## config.mk

```make
export PLATFORM = sky130hd
export DESIGN_NAME = rv_core
export DESIGN_NICKNAME = d
export VERILOG_FILES = /design/src/rv_core_pkg.sv /design/src/rv_stage_if.sv /design/src/rv_core.sv /design/src/rv_memory.sv /design/src/rv_execute.sv /design/src/rv_decode.sv /design/src/rv_regfile.sv /design/src/rv_fetch.sv
export SDC_FILE = /design/constraint.sdc
export NUM_CORES = 2
export LEC_CHECK = 0
export BUFFER_PORTS_ARGS = -buffer_cell sky130_fd_sc_hd__buf_2
export CAP_MARGIN = 15
export CORE_ASPECT_RATIO = 0.9
export CORE_UTILIZATION = 68
export DETAILED_ROUTE_END_ITERATION = 8
export HOLD_SLACK_MARGIN = 0.1
export PLACE_DENSITY_LB_ADDON = 0.05
export SYNTH_ARGS = -nofsm -noshare
export SYNTH_HDL_FRONTEND = slang
export SYNTH_HIERARCHICAL = 1
export SYNTH_SLANG_ARGS = --single-unit
export TNS_END_PERCENT = 5
```

## constraint.sdc

```tcl
create_clock -name clk_i -period 8.4 [get_ports clk_i]
set_input_delay 2.1 -clock clk_i [delete_from_list [all_inputs] [get_ports clk_i]]
set_output_delay 2.1 -clock clk_i [all_outputs]
set_load 0.005 [all_outputs]
```

## src/rv_core_pkg.sv

```systemverilog
// Shared widths, typedefs, opcodes and ALU codes, imported by every pipeline module
package rv_core_pkg;

    localparam int XLEN     = 32;
    localparam int RF_DEPTH = 32;

    typedef logic [XLEN-1:0]             xlen_t;
    typedef logic [XLEN-1:0]             pc_t;
    typedef logic [31:0]                 instr_t;
    typedef logic [$clog2(RF_DEPTH)-1:0] rf_idx_t;
    typedef logic [2:0]                  alu_op_t;
    typedef logic [6:0]                  opcode_t;

    // ALU operation codes
    localparam alu_op_t ALU_ADD = 3'd0;
    localparam alu_op_t ALU_SUB = 3'd1;
    localparam alu_op_t ALU_AND = 3'd2;
    localparam alu_op_t ALU_OR  = 3'd3;
    localparam alu_op_t ALU_XOR = 3'd4;
    localparam alu_op_t ALU_SLT = 3'd5;

    // Major opcodes of the supported subset
    localparam opcode_t OPC_OP     = 7'b0110011;
    localparam opcode_t OPC_OP_IMM = 7'b0010011;
    localparam opcode_t OPC_LOAD   = 7'b0000011;
    localparam opcode_t OPC_STORE  = 7'b0100011;
    localparam opcode_t OPC_BRANCH = 7'b1100011;

    // addi x0, x0, 0
    localparam instr_t NOP_INSTR = 32'h0000_0013;

endpackage
```

## src/rv_stage_if.sv

```systemverilog
// Pipeline stage bundles: decode to execute, and execute to memory
`timescale 1ns/10ps

interface id_ex_if;
    import rv_core_pkg::*;

    alu_op_t alu_op;
    logic    alu_use_imm;
    xlen_t   rs1_val;
    xlen_t   rs2_val;
    xlen_t   imm;
    rf_idx_t rd;
    logic    reg_write;
    logic    mem_read;
    logic    mem_write;

    modport src (
        output alu_op, alu_use_imm, rs1_val, rs2_val, imm, rd,
        output reg_write, mem_read, mem_write
    );

    modport dst (
        input alu_op, alu_use_imm, rs1_val, rs2_val, imm, rd,
        input reg_write, mem_read, mem_write
    );
endinterface

interface ex_mem_if;
    import rv_core_pkg::*;

    xlen_t   alu_result;
    xlen_t   store_data;
    rf_idx_t rd;
    logic    reg_write;
    logic    mem_read;
    logic    mem_write;

    modport src (output alu_result, store_data, rd, reg_write, mem_read, mem_write);
    modport dst (input  alu_result, store_data, rd, reg_write, mem_read, mem_write);
endinterface

```

## src/rv_core.sv

```systemverilog
// Five-stage integer core top level, external instruction and data memories
`timescale 1ns/10ps

module rv_core #(
    parameter rv_core_pkg::pc_t RESET_PC = '0
) (
    input  logic                clk_i,
    input  logic                rst_n_i,
    output rv_core_pkg::pc_t    imem_addr_o,
    input  rv_core_pkg::instr_t imem_data_i,
    output logic                mem_read_o,
    output logic                mem_write_o,
    output rv_core_pkg::xlen_t  mem_addr_o,
    output rv_core_pkg::xlen_t  mem_wdata_o,
    input  rv_core_pkg::xlen_t  mem_rdata_i
);
    import rv_core_pkg::*;

    // Fetch to decode
    pc_t     fd_pc;
    instr_t  fd_instr;
    logic    branch_taken;
    pc_t     branch_target;

    // Register file ports
    rf_idx_t rs1_idx;
    rf_idx_t rs2_idx;
    xlen_t   rs1_val;
    xlen_t   rs2_val;
    logic    wb_we;
    rf_idx_t wb_rd;
    xlen_t   wb_data;

    id_ex_if  u_id_ex ();
    ex_mem_if u_ex_mem ();

    rv_fetch #(
        .RESET_PC (RESET_PC)
    ) u_fetch (
        .clk_i           (clk_i        ),
        .rst_n_i         (rst_n_i      ),
        .branch_taken_i  (branch_taken ),
        .branch_target_i (branch_target),
        .imem_addr_o     (imem_addr_o  ),
        .imem_data_i     (imem_data_i  ),
        .pc_o            (fd_pc        ),
        .instr_o         (fd_instr     )
    );

    rv_regfile u_regfile (
        .clk_i     (clk_i  ),
        .rst_n_i   (rst_n_i),
        .rs1_idx_i (rs1_idx),
        .rs2_idx_i (rs2_idx),
        .rs1_val_o (rs1_val),
        .rs2_val_o (rs2_val),
        .wb_we_i   (wb_we  ),
        .wb_rd_i   (wb_rd  ),
        .wb_data_i (wb_data)
    );

    rv_decode u_decode (
        .clk_i           (clk_i        ),
        .rst_n_i         (rst_n_i      ),
        .pc_i            (fd_pc        ),
        .instr_i         (fd_instr     ),
        .rs1_idx_o       (rs1_idx      ),
        .rs2_idx_o       (rs2_idx      ),
        .rs1_val_i       (rs1_val      ),
        .rs2_val_i       (rs2_val      ),
        .branch_taken_o  (branch_taken ),
        .branch_target_o (branch_target),
        .ex              (u_id_ex.src  )
    );

    rv_execute u_execute (
        .clk_i   (clk_i       ),
        .rst_n_i (rst_n_i     ),
        .id      (u_id_ex.dst ),
        .mem     (u_ex_mem.src)
    );

    rv_memory u_memory (
        .clk_i       (clk_i       ),
        .rst_n_i     (rst_n_i     ),
        .ex          (u_ex_mem.dst),
        .mem_read_o  (mem_read_o  ),
        .mem_write_o (mem_write_o ),
        .mem_addr_o  (mem_addr_o  ),
        .mem_wdata_o (mem_wdata_o ),
        .mem_rdata_i (mem_rdata_i ),
        .wb_we_o     (wb_we       ),
        .wb_rd_o     (wb_rd       ),
        .wb_data_o   (wb_data     )
    );

endmodule

```

## src/rv_memory.sv

```systemverilog
// Memory stage: data-memory port drive and the memory/writeback register
`timescale 1ns/10ps

module rv_memory (
    input  logic                 clk_i,
    input  logic                 rst_n_i,
    ex_mem_if.dst                ex,
    output logic                 mem_read_o,
    output logic                 mem_write_o,
    output rv_core_pkg::xlen_t   mem_addr_o,
    output rv_core_pkg::xlen_t   mem_wdata_o,
    input  rv_core_pkg::xlen_t   mem_rdata_i,
    output logic                 wb_we_o,
    output rv_core_pkg::rf_idx_t wb_rd_o,
    output rv_core_pkg::xlen_t   wb_data_o
);
    import rv_core_pkg::*;

    xlen_t wb_sel;

    // Memory answers in the same cycle
    assign mem_read_o  = ex.mem_read;
    assign mem_write_o = ex.mem_write;
    assign mem_addr_o  = ex.alu_result;
    assign mem_wdata_o = ex.store_data;

    assign wb_sel = ex.mem_read ? mem_rdata_i : ex.alu_result;

    always_ff @(posedge clk_i or negedge rst_n_i) begin
        if (!rst_n_i) begin
            wb_we_o <= 1'b0;
        end else begin
            wb_we_o <= ex.reg_write;
        end
    end

    always_ff @(posedge clk_i) begin
        wb_rd_o   <= ex.rd;
        wb_data_o <= wb_sel;
    end

endmodule

```

## src/rv_execute.sv

```systemverilog
// Execute stage: operand select, ALU and the execute/memory register
`timescale 1ns/10ps

module rv_execute (
    input  logic  clk_i,
    input  logic  rst_n_i,
    id_ex_if.dst  id,
    ex_mem_if.src mem
);
    import rv_core_pkg::*;

    xlen_t op_b;
    xlen_t alu_result;

    assign op_b = id.alu_use_imm ? id.imm : id.rs2_val;

    // Loads and stores arrive here as ALU_ADD for the address
    always_comb begin
        case (id.alu_op)
            ALU_SUB: alu_result = id.rs1_val - op_b;
            ALU_AND: alu_result = id.rs1_val & op_b;
            ALU_OR:  alu_result = id.rs1_val | op_b;
            ALU_XOR: alu_result = id.rs1_val ^ op_b;
            ALU_SLT: begin
                alu_result = ($signed(id.rs1_val) < $signed(op_b)) ? xlen_t'(1) : '0;
            end
            default: alu_result = id.rs1_val + op_b;
        endcase
    end

    always_ff @(posedge clk_i or negedge rst_n_i) begin
        if (!rst_n_i) begin
            mem.reg_write <= 1'b0;
            mem.mem_read  <= 1'b0;
            mem.mem_write <= 1'b0;
        end else begin
            mem.reg_write <= id.reg_write;
            mem.mem_read  <= id.mem_read;
            mem.mem_write <= id.mem_write;
        end
    end

    always_ff @(posedge clk_i) begin
        mem.alu_result <= alu_result;
        mem.store_data <= id.rs2_val;
        mem.rd         <= id.rd;
    end

endmodule

```

## src/rv_decode.sv

```systemverilog
// Decode stage: control decode, immediates, branch resolution, decode/execute register
`timescale 1ns/10ps

module rv_decode (
    input  logic                 clk_i,
    input  logic                 rst_n_i,
    input  rv_core_pkg::pc_t     pc_i,
    input  rv_core_pkg::instr_t  instr_i,
    output rv_core_pkg::rf_idx_t rs1_idx_o,
    output rv_core_pkg::rf_idx_t rs2_idx_o,
    input  rv_core_pkg::xlen_t   rs1_val_i,
    input  rv_core_pkg::xlen_t   rs2_val_i,
    output logic                 branch_taken_o,
    output rv_core_pkg::pc_t     branch_target_o,
    id_ex_if.src                 ex
);
    import rv_core_pkg::*;

    opcode_t    opcode;
    logic [2:0] funct3;
    logic [6:0] funct7;
    xlen_t      imm_i_type;
    xlen_t      imm_s_type;
    xlen_t      imm_b_type;

    alu_op_t    dec_alu_op;
    logic       dec_use_imm;
    xlen_t      dec_imm;
    logic       dec_reg_write;
    logic       dec_mem_read;
    logic       dec_mem_write;
    logic       is_beq;
    logic       is_bne;
    logic       rs_equal;

    assign opcode = instr_i[6:0];
    assign funct3 = instr_i[14:12];
    assign funct7 = instr_i[31:25];

    assign imm_i_type = {{20{instr_i[31]}}, instr_i[31:20]};
    assign imm_s_type = {{20{instr_i[31]}}, instr_i[31:25], instr_i[11:7]};
    assign imm_b_type = {{19{instr_i[31]}}, instr_i[31], instr_i[7],
                         instr_i[30:25], instr_i[11:8], 1'b0};

    assign rs1_idx_o = instr_i[19:15];
    assign rs2_idx_o = instr_i[24:20];

    // Anything outside the subset leaves all enables low
    always_comb begin
        dec_alu_op    = ALU_ADD;
        dec_use_imm   = 1'b0;
        dec_imm       = imm_i_type;
        dec_reg_write = 1'b0;
        dec_mem_read  = 1'b0;
        dec_mem_write = 1'b0;
        is_beq        = 1'b0;
        is_bne        = 1'b0;
        case (opcode)
            OPC_OP: begin
                if (funct7 == 7'b0000000 || (funct7 == 7'b0100000 && funct3 == 3'b000)) begin
                    dec_reg_write = 1'b1;
                    case (funct3)
                        3'b000:  dec_alu_op = funct7[5] ? ALU_SUB : ALU_ADD;
                        3'b010:  dec_alu_op = ALU_SLT;
                        3'b100:  dec_alu_op = ALU_XOR;
                        3'b110:  dec_alu_op = ALU_OR;
                        3'b111:  dec_alu_op = ALU_AND;
                        default: dec_reg_write = 1'b0;
                    endcase
                end
            end
            OPC_OP_IMM: begin
                dec_use_imm   = 1'b1;
                dec_reg_write = 1'b1;
                case (funct3)
                    3'b000:  dec_alu_op = ALU_ADD;
                    3'b100:  dec_alu_op = ALU_XOR;
                    3'b110:  dec_alu_op = ALU_OR;
                    3'b111:  dec_alu_op = ALU_AND;
                    default: dec_reg_write = 1'b0;
                endcase
            end
            OPC_LOAD: begin
                if (funct3 == 3'b010) begin
                    dec_use_imm   = 1'b1;
                    dec_mem_read  = 1'b1;
                    dec_reg_write = 1'b1;
                end
            end
            OPC_STORE: begin
                if (funct3 == 3'b010) begin
                    dec_use_imm   = 1'b1;
                    dec_imm       = imm_s_type;
                    dec_mem_write = 1'b1;
                end
            end
            OPC_BRANCH: begin
                is_beq = (funct3 == 3'b000);
                is_bne = (funct3 == 3'b001);
            end
            default: ;
        endcase
    end

    // Branches resolve here, one bubble on taken
    assign rs_equal        = (rs1_val_i == rs2_val_i);
    assign branch_taken_o  = (is_beq && rs_equal) || (is_bne && !rs_equal);
    assign branch_target_o = pc_i + imm_b_type;

    always_ff @(posedge clk_i or negedge rst_n_i) begin
        if (!rst_n_i) begin
            ex.reg_write <= 1'b0;
            ex.mem_read  <= 1'b0;
            ex.mem_write <= 1'b0;
        end else begin
            ex.reg_write <= dec_reg_write;
            ex.mem_read  <= dec_mem_read;
            ex.mem_write <= dec_mem_write;
        end
    end

    always_ff @(posedge clk_i) begin
        ex.alu_op      <= dec_alu_op;
        ex.alu_use_imm <= dec_use_imm;
        ex.rs1_val     <= rs1_val_i;
        ex.rs2_val     <= rs2_val_i;
        ex.imm         <= dec_imm;
        ex.rd          <= instr_i[11:7];
    end

endmodule

```

## src/rv_regfile.sv

```systemverilog
// Integer register file: two combinational reads, one write port from writeback
`timescale 1ns/10ps

module rv_regfile (
    input  logic                 clk_i,
    input  logic                 rst_n_i,
    input  rv_core_pkg::rf_idx_t rs1_idx_i,
    input  rv_core_pkg::rf_idx_t rs2_idx_i,
    output rv_core_pkg::xlen_t   rs1_val_o,
    output rv_core_pkg::xlen_t   rs2_val_o,
    input  logic                 wb_we_i,
    input  rv_core_pkg::rf_idx_t wb_rd_i,
    input  rv_core_pkg::xlen_t   wb_data_i
);
    import rv_core_pkg::*;

    xlen_t regs_q [RF_DEPTH];
    logic  wr_en;

    // x0 is never written
    assign wr_en = wb_we_i && (wb_rd_i != '0);

    always_ff @(posedge clk_i or negedge rst_n_i) begin
        if (!rst_n_i) begin
            for (int i = 0; i < RF_DEPTH; i++) begin
                regs_q[i] <= '0;
            end
        end else if (wr_en) begin
            regs_q[wb_rd_i] <= wb_data_i;
        end
    end

    // Write-through so decode sees the value retiring this cycle
    assign rs1_val_o = (wr_en && wb_rd_i == rs1_idx_i) ? wb_data_i : regs_q[rs1_idx_i];
    assign rs2_val_o = (wr_en && wb_rd_i == rs2_idx_i) ? wb_data_i : regs_q[rs2_idx_i];

endmodule

```

## src/rv_fetch.sv

```systemverilog
// Fetch stage: PC register, next-PC mux and the fetch/decode register
`timescale 1ns/10ps

module rv_fetch #(
    parameter rv_core_pkg::pc_t RESET_PC = '0
) (
    input  logic                clk_i,
    input  logic                rst_n_i,
    input  logic                branch_taken_i,
    input  rv_core_pkg::pc_t    branch_target_i,
    output rv_core_pkg::pc_t    imem_addr_o,
    input  rv_core_pkg::instr_t imem_data_i,
    output rv_core_pkg::pc_t    pc_o,
    output rv_core_pkg::instr_t instr_o
);
    import rv_core_pkg::*;

    pc_t    pc_q;
    pc_t    pc_next;
    pc_t    if_id_pc_q;
    instr_t if_id_instr_q;

    // Redirect from decode wins over sequential fetch
    assign pc_next = branch_taken_i ? branch_target_i : pc_q + 32'd4;

    always_ff @(posedge clk_i or negedge rst_n_i) begin
        if (!rst_n_i) begin
            pc_q <= RESET_PC;
        end else begin
            pc_q <= pc_next;
        end
    end

    // Squash the wrong-path instruction behind a taken branch
    always_ff @(posedge clk_i or negedge rst_n_i) begin
        if (!rst_n_i) begin
            if_id_instr_q <= NOP_INSTR;
        end else if (branch_taken_i) begin
            if_id_instr_q <= NOP_INSTR;
        end else begin
            if_id_instr_q <= imem_data_i;
        end
    end

    always_ff @(posedge clk_i) begin
        if_id_pc_q <= pc_q;
    end

    assign imem_addr_o = pc_q;
    assign pc_o        = if_id_pc_q;
    assign instr_o     = if_id_instr_q;

endmodule

```

==> results.cfg <==
[run_status]
status = complete, but fails checks
violations = design-rule violations

[floorplanning]
die_h_um = 308
die_x_um = 342
die_area_um2 = 106000
std_cell_rows = 112
ios = 164
core-area_um2 = 104000
start_util_pct = 68.5

[sta]
setup_viol = 0
timing.final.crit_share_pct = 81.3
tns_ns = 0
rsz0062_at_grt = no
worst_slew_pin_slew_ns = 1.18
whs_ns = 0.323
final-hold-violation-count = 0
clock_skew_ns = 0.0245
relSlewSlack_pct = 20.9
drv_slew = 0
fmax_mhz = 146
min_period_ns = 6.83

[placement]
portBuffers = 163
place_inst = 6431
place_hpwl_um = 135000
place_congestion = 0.965
placed_cell_area_um2 = 71700

[global_route]
grt_max_degree = 180
gr-total-overflow = 0
grt_pass1_wl_um = 323000
grt_pass1_vias = 47490
grt_usage_pct = 42.4
antenna_found_initial = 10

[clocking]
clockRootBuffer = clkbuf_16
clock_latency_ns = 0.80
cts-buffers-inserted = 134
ctsHtreeMaxLevel = 4
cts_tree = done
clk_pin_slew_ns = 0.06
cts_setup_buffers = 0
cts_hold_buf = 0
clock_sinks = 1318
clock_path_buffers = 3
postCtsResizedCells = 0

[synth]
syn-num-nets = 5584
yosys-top-cells-area = dfrtp_1 (39%), mux4_2 (16%), mux2_2 (10%)
synth_warnings = 6
async_flop_share_pct = 83.1
synth.distinct_cells = 119
synth_top_area_cell = dfrtp_1
synthesis.area_um2 = 70900
yosysSeqAreaShare_pct = 44.9
synth-edff-count = 0
synth_ff_type = dfrtp_1
yosysTopAreaCellShare_pct = 38.5
synthTopCellsByCount = dfrtp_1 (1,092), mux2_2 (636), mux4_2 (511)
synthCells = 5381
yosysMostFrequentCell = dfrtp_1
synth.avg_cell_area_um2 = 13.2
ys_seq_elements = 1318

[flow_run]
cap_viol_max_count = 0

[setup_path]
slowest_stage = nor4_1
worstPathRequired_ns = 9.03
path_common_cell = buf_12
start_kind = register
critical_path.max_stage_delay_ns = 0.99
crit_type = register to register
crit_path_end_kind = register
crit_fanout = 116
path_delay_family = simple AND/OR/NAND/NOR gates
crit_chain = buf_12 -> buf_12 -> mux4_2 -> o22ai_1 -> or4_1 -> o21ai_1 -> xor2_1 -> nor4_1 -> nand4_1 -> nor2_1 -> xnor2_1 -> nor4_2 -> buf_12 -> inv_1 -> nor2_1 -> a31oi_1
crit_buf_inv = 4
arrival_ns = 7.47

[power_and_ir_drop]
ir_drop_mv = 0.236
leakagePower_uw = 0.0355
power_density_nw_per_um2 = 208

[final_layout]
final_cells = 6684
final_nets = 5405
final_layout_size_suffix_gt1_share_pct = 33.7
nFillCells = 6806
stdcell_area_um2 = 76400
area_growth_syn_to_layout_pct = 7.66

[route]
ant_nets = 0
vias_per_cell = 7.27
num_vias = 48576
wl_um = 220000
dr.pass1.iters = 9
drc = 14
drt_iter0_drc = 5665
wl_per_cell_um = 33.0

[min_path]
min_path_type = register to register
[worst paths after layout]
path / startpoint / to / slack, ns / depth (start not counted)
max: u_fetch/instr_o[21] / u_fetch/imem_addr_o[23] / 1.57 / 16
max reg2reg: u_fetch/instr_o[21] / u_fetch/imem_addr_o[23] / 1.57 / 16
max in group asynchronous: rst_n_i / u_fetch/instr_o[15] / 5.39 / 2
min in group asynchronous: rst_n_i / u_regfile/regs_q[327] / 1.34 / 1
min reg2reg: u_execute/mem.rd[3] / u_memory/wb_rd_o[3] / 0.32 / 0
min: u_execute/mem.rd[3] / u_memory/wb_rd_o[3] / 0.32 / 0
[power by group]
group | switching [µW] | internal [µW]
Combinational | 1520 | 909
Sequential | 646 | 6600
Clock | 2630 | 3610
Total | 4790 | 11100
[sequential cells by signal (all words and copies together) (netlist names)]
signal                    flops
u_memory/wb_data_o           32
u_decode/ex.rs2_val          32
u_decode/ex.mem_read          1
u_execute/mem.store_data     32
u_regfile/regs_q           1024
u_execute/mem.reg_write       1
u_decode/ex.imm              12
u_decode/ex.mem_write         1
u_execute/mem.alu_result     32
u_memory/wb_rd_o              5
u_decode/ex.alu_op            3
u_fetch/imem_addr_o          32
u_execute/mem.mem_read        1
u_decode/ex.reg_write         1
u_execute/mem.mem_write       1
u_fetch/instr_o              32
u_fetch/pc_o                 32
u_decode/ex.alu_use_imm       1
u_memory/wb_we_o              1
u_execute/mem.rd              5
u_decode/ex.rs1_val          32
u_decode/ex.rd                5
[stage by stage]
| stage | utilization, % | power, µW | setup slack, ns |
|---|---|---|---|
| detailed placement | 69.2 | 9660 | 1.63 |
| finish | 73.8 | 15900 | 1.57 |
| CTS | 73.7 | 15900 | 1.61 |
| floorplan | - | 8740 | 4.39 |
| global route | 73.7 | 16400 | 1.38 |
| global placement | 69.2 | 9650 | 1.67 |
[worst reg2reg max path, delay by kind of cell, from the launching register on]
kind | cells | cell delay (ns)
AND/OR/NAND/NOR | 6 | 2.74
buffers and inverters | 4 | 1.86
flip-flops | 1 | 0.79
XOR/XNOR | 2 | 0.46
multiplexers | 1 | 0.44
AO/OA/AOI/OAI | 3 | 0.40
[cell usage in the layout (no fill, tap or decap), types with 26 or more instances in the layout]
master and count:
dfrtp_1 1087, mux2_2 636, mux4_2 511, mux2_1 363, o22ai_1 263, dfxtp_1 221, nand2_1 175, buf_2 162
clkbuf_16 136, a21oi_1 136, nor2_1 136, ha_1 134, inv_1 113, buf_4 97, o21ai_1 85, or4_1 75
xor2_1 62, o21ai_0 59, xnor2_1 52, nor2b_1 49, clkbuf_1 42, mux2i_1 41, nand3_1 38, mux2_4 35
clkbuf_8 31, nor3_1 26, a21o_1 26
[final cells by class]
| cell class | instances | area, µm² | area share [%] |
|---|---|---|---|
| multi-input combinational | 3346 | 35700 | 46.8 |
| sequential | 1318 | 31900 | 41.8 |
| clock buffer | 209 | 3990 | 5.22 |
| timing repair buffer | 280 | 1980 | 2.59 |
| tap | 1368 | 1710 | 2.24 |
| clock inverter | 39 | 598 | 0.783 |
| inverter | 122 | 460 | 0.603 |
| antenna | 2 | 5.00 | 0.00655 |
[cells by family (layout without fill, tap and decap cells)]
family | after synthesis | in the layout | synth area share (%)
other | 0 | 2 | 0
AO/OA/AOI/OAI | 810 | 810 | 7.59
AND/OR/NAND/NOR | 699 | 699 | 5.22
flip-flops | 1318 | 1318 | 44.9
buffers and inverters | 717 | 650 | 5.02
multiplexers | 1586 | 1586 | 33.4
XOR/XNOR | 114 | 114 | 1.41
adder cells (fa/ha/maj) | 137 | 137 | 2.45
[per-layer routing]
metal	track usage, %	part of all wire [%]	wire length (µm)
met1	58.0	38	83500
met2	61.7	44	97700
met3	11.7	11	25100
met4	23.8	6.4	14100
met5	0	0.018	40
Note: power is estimated with default switching activity, not from simulation.
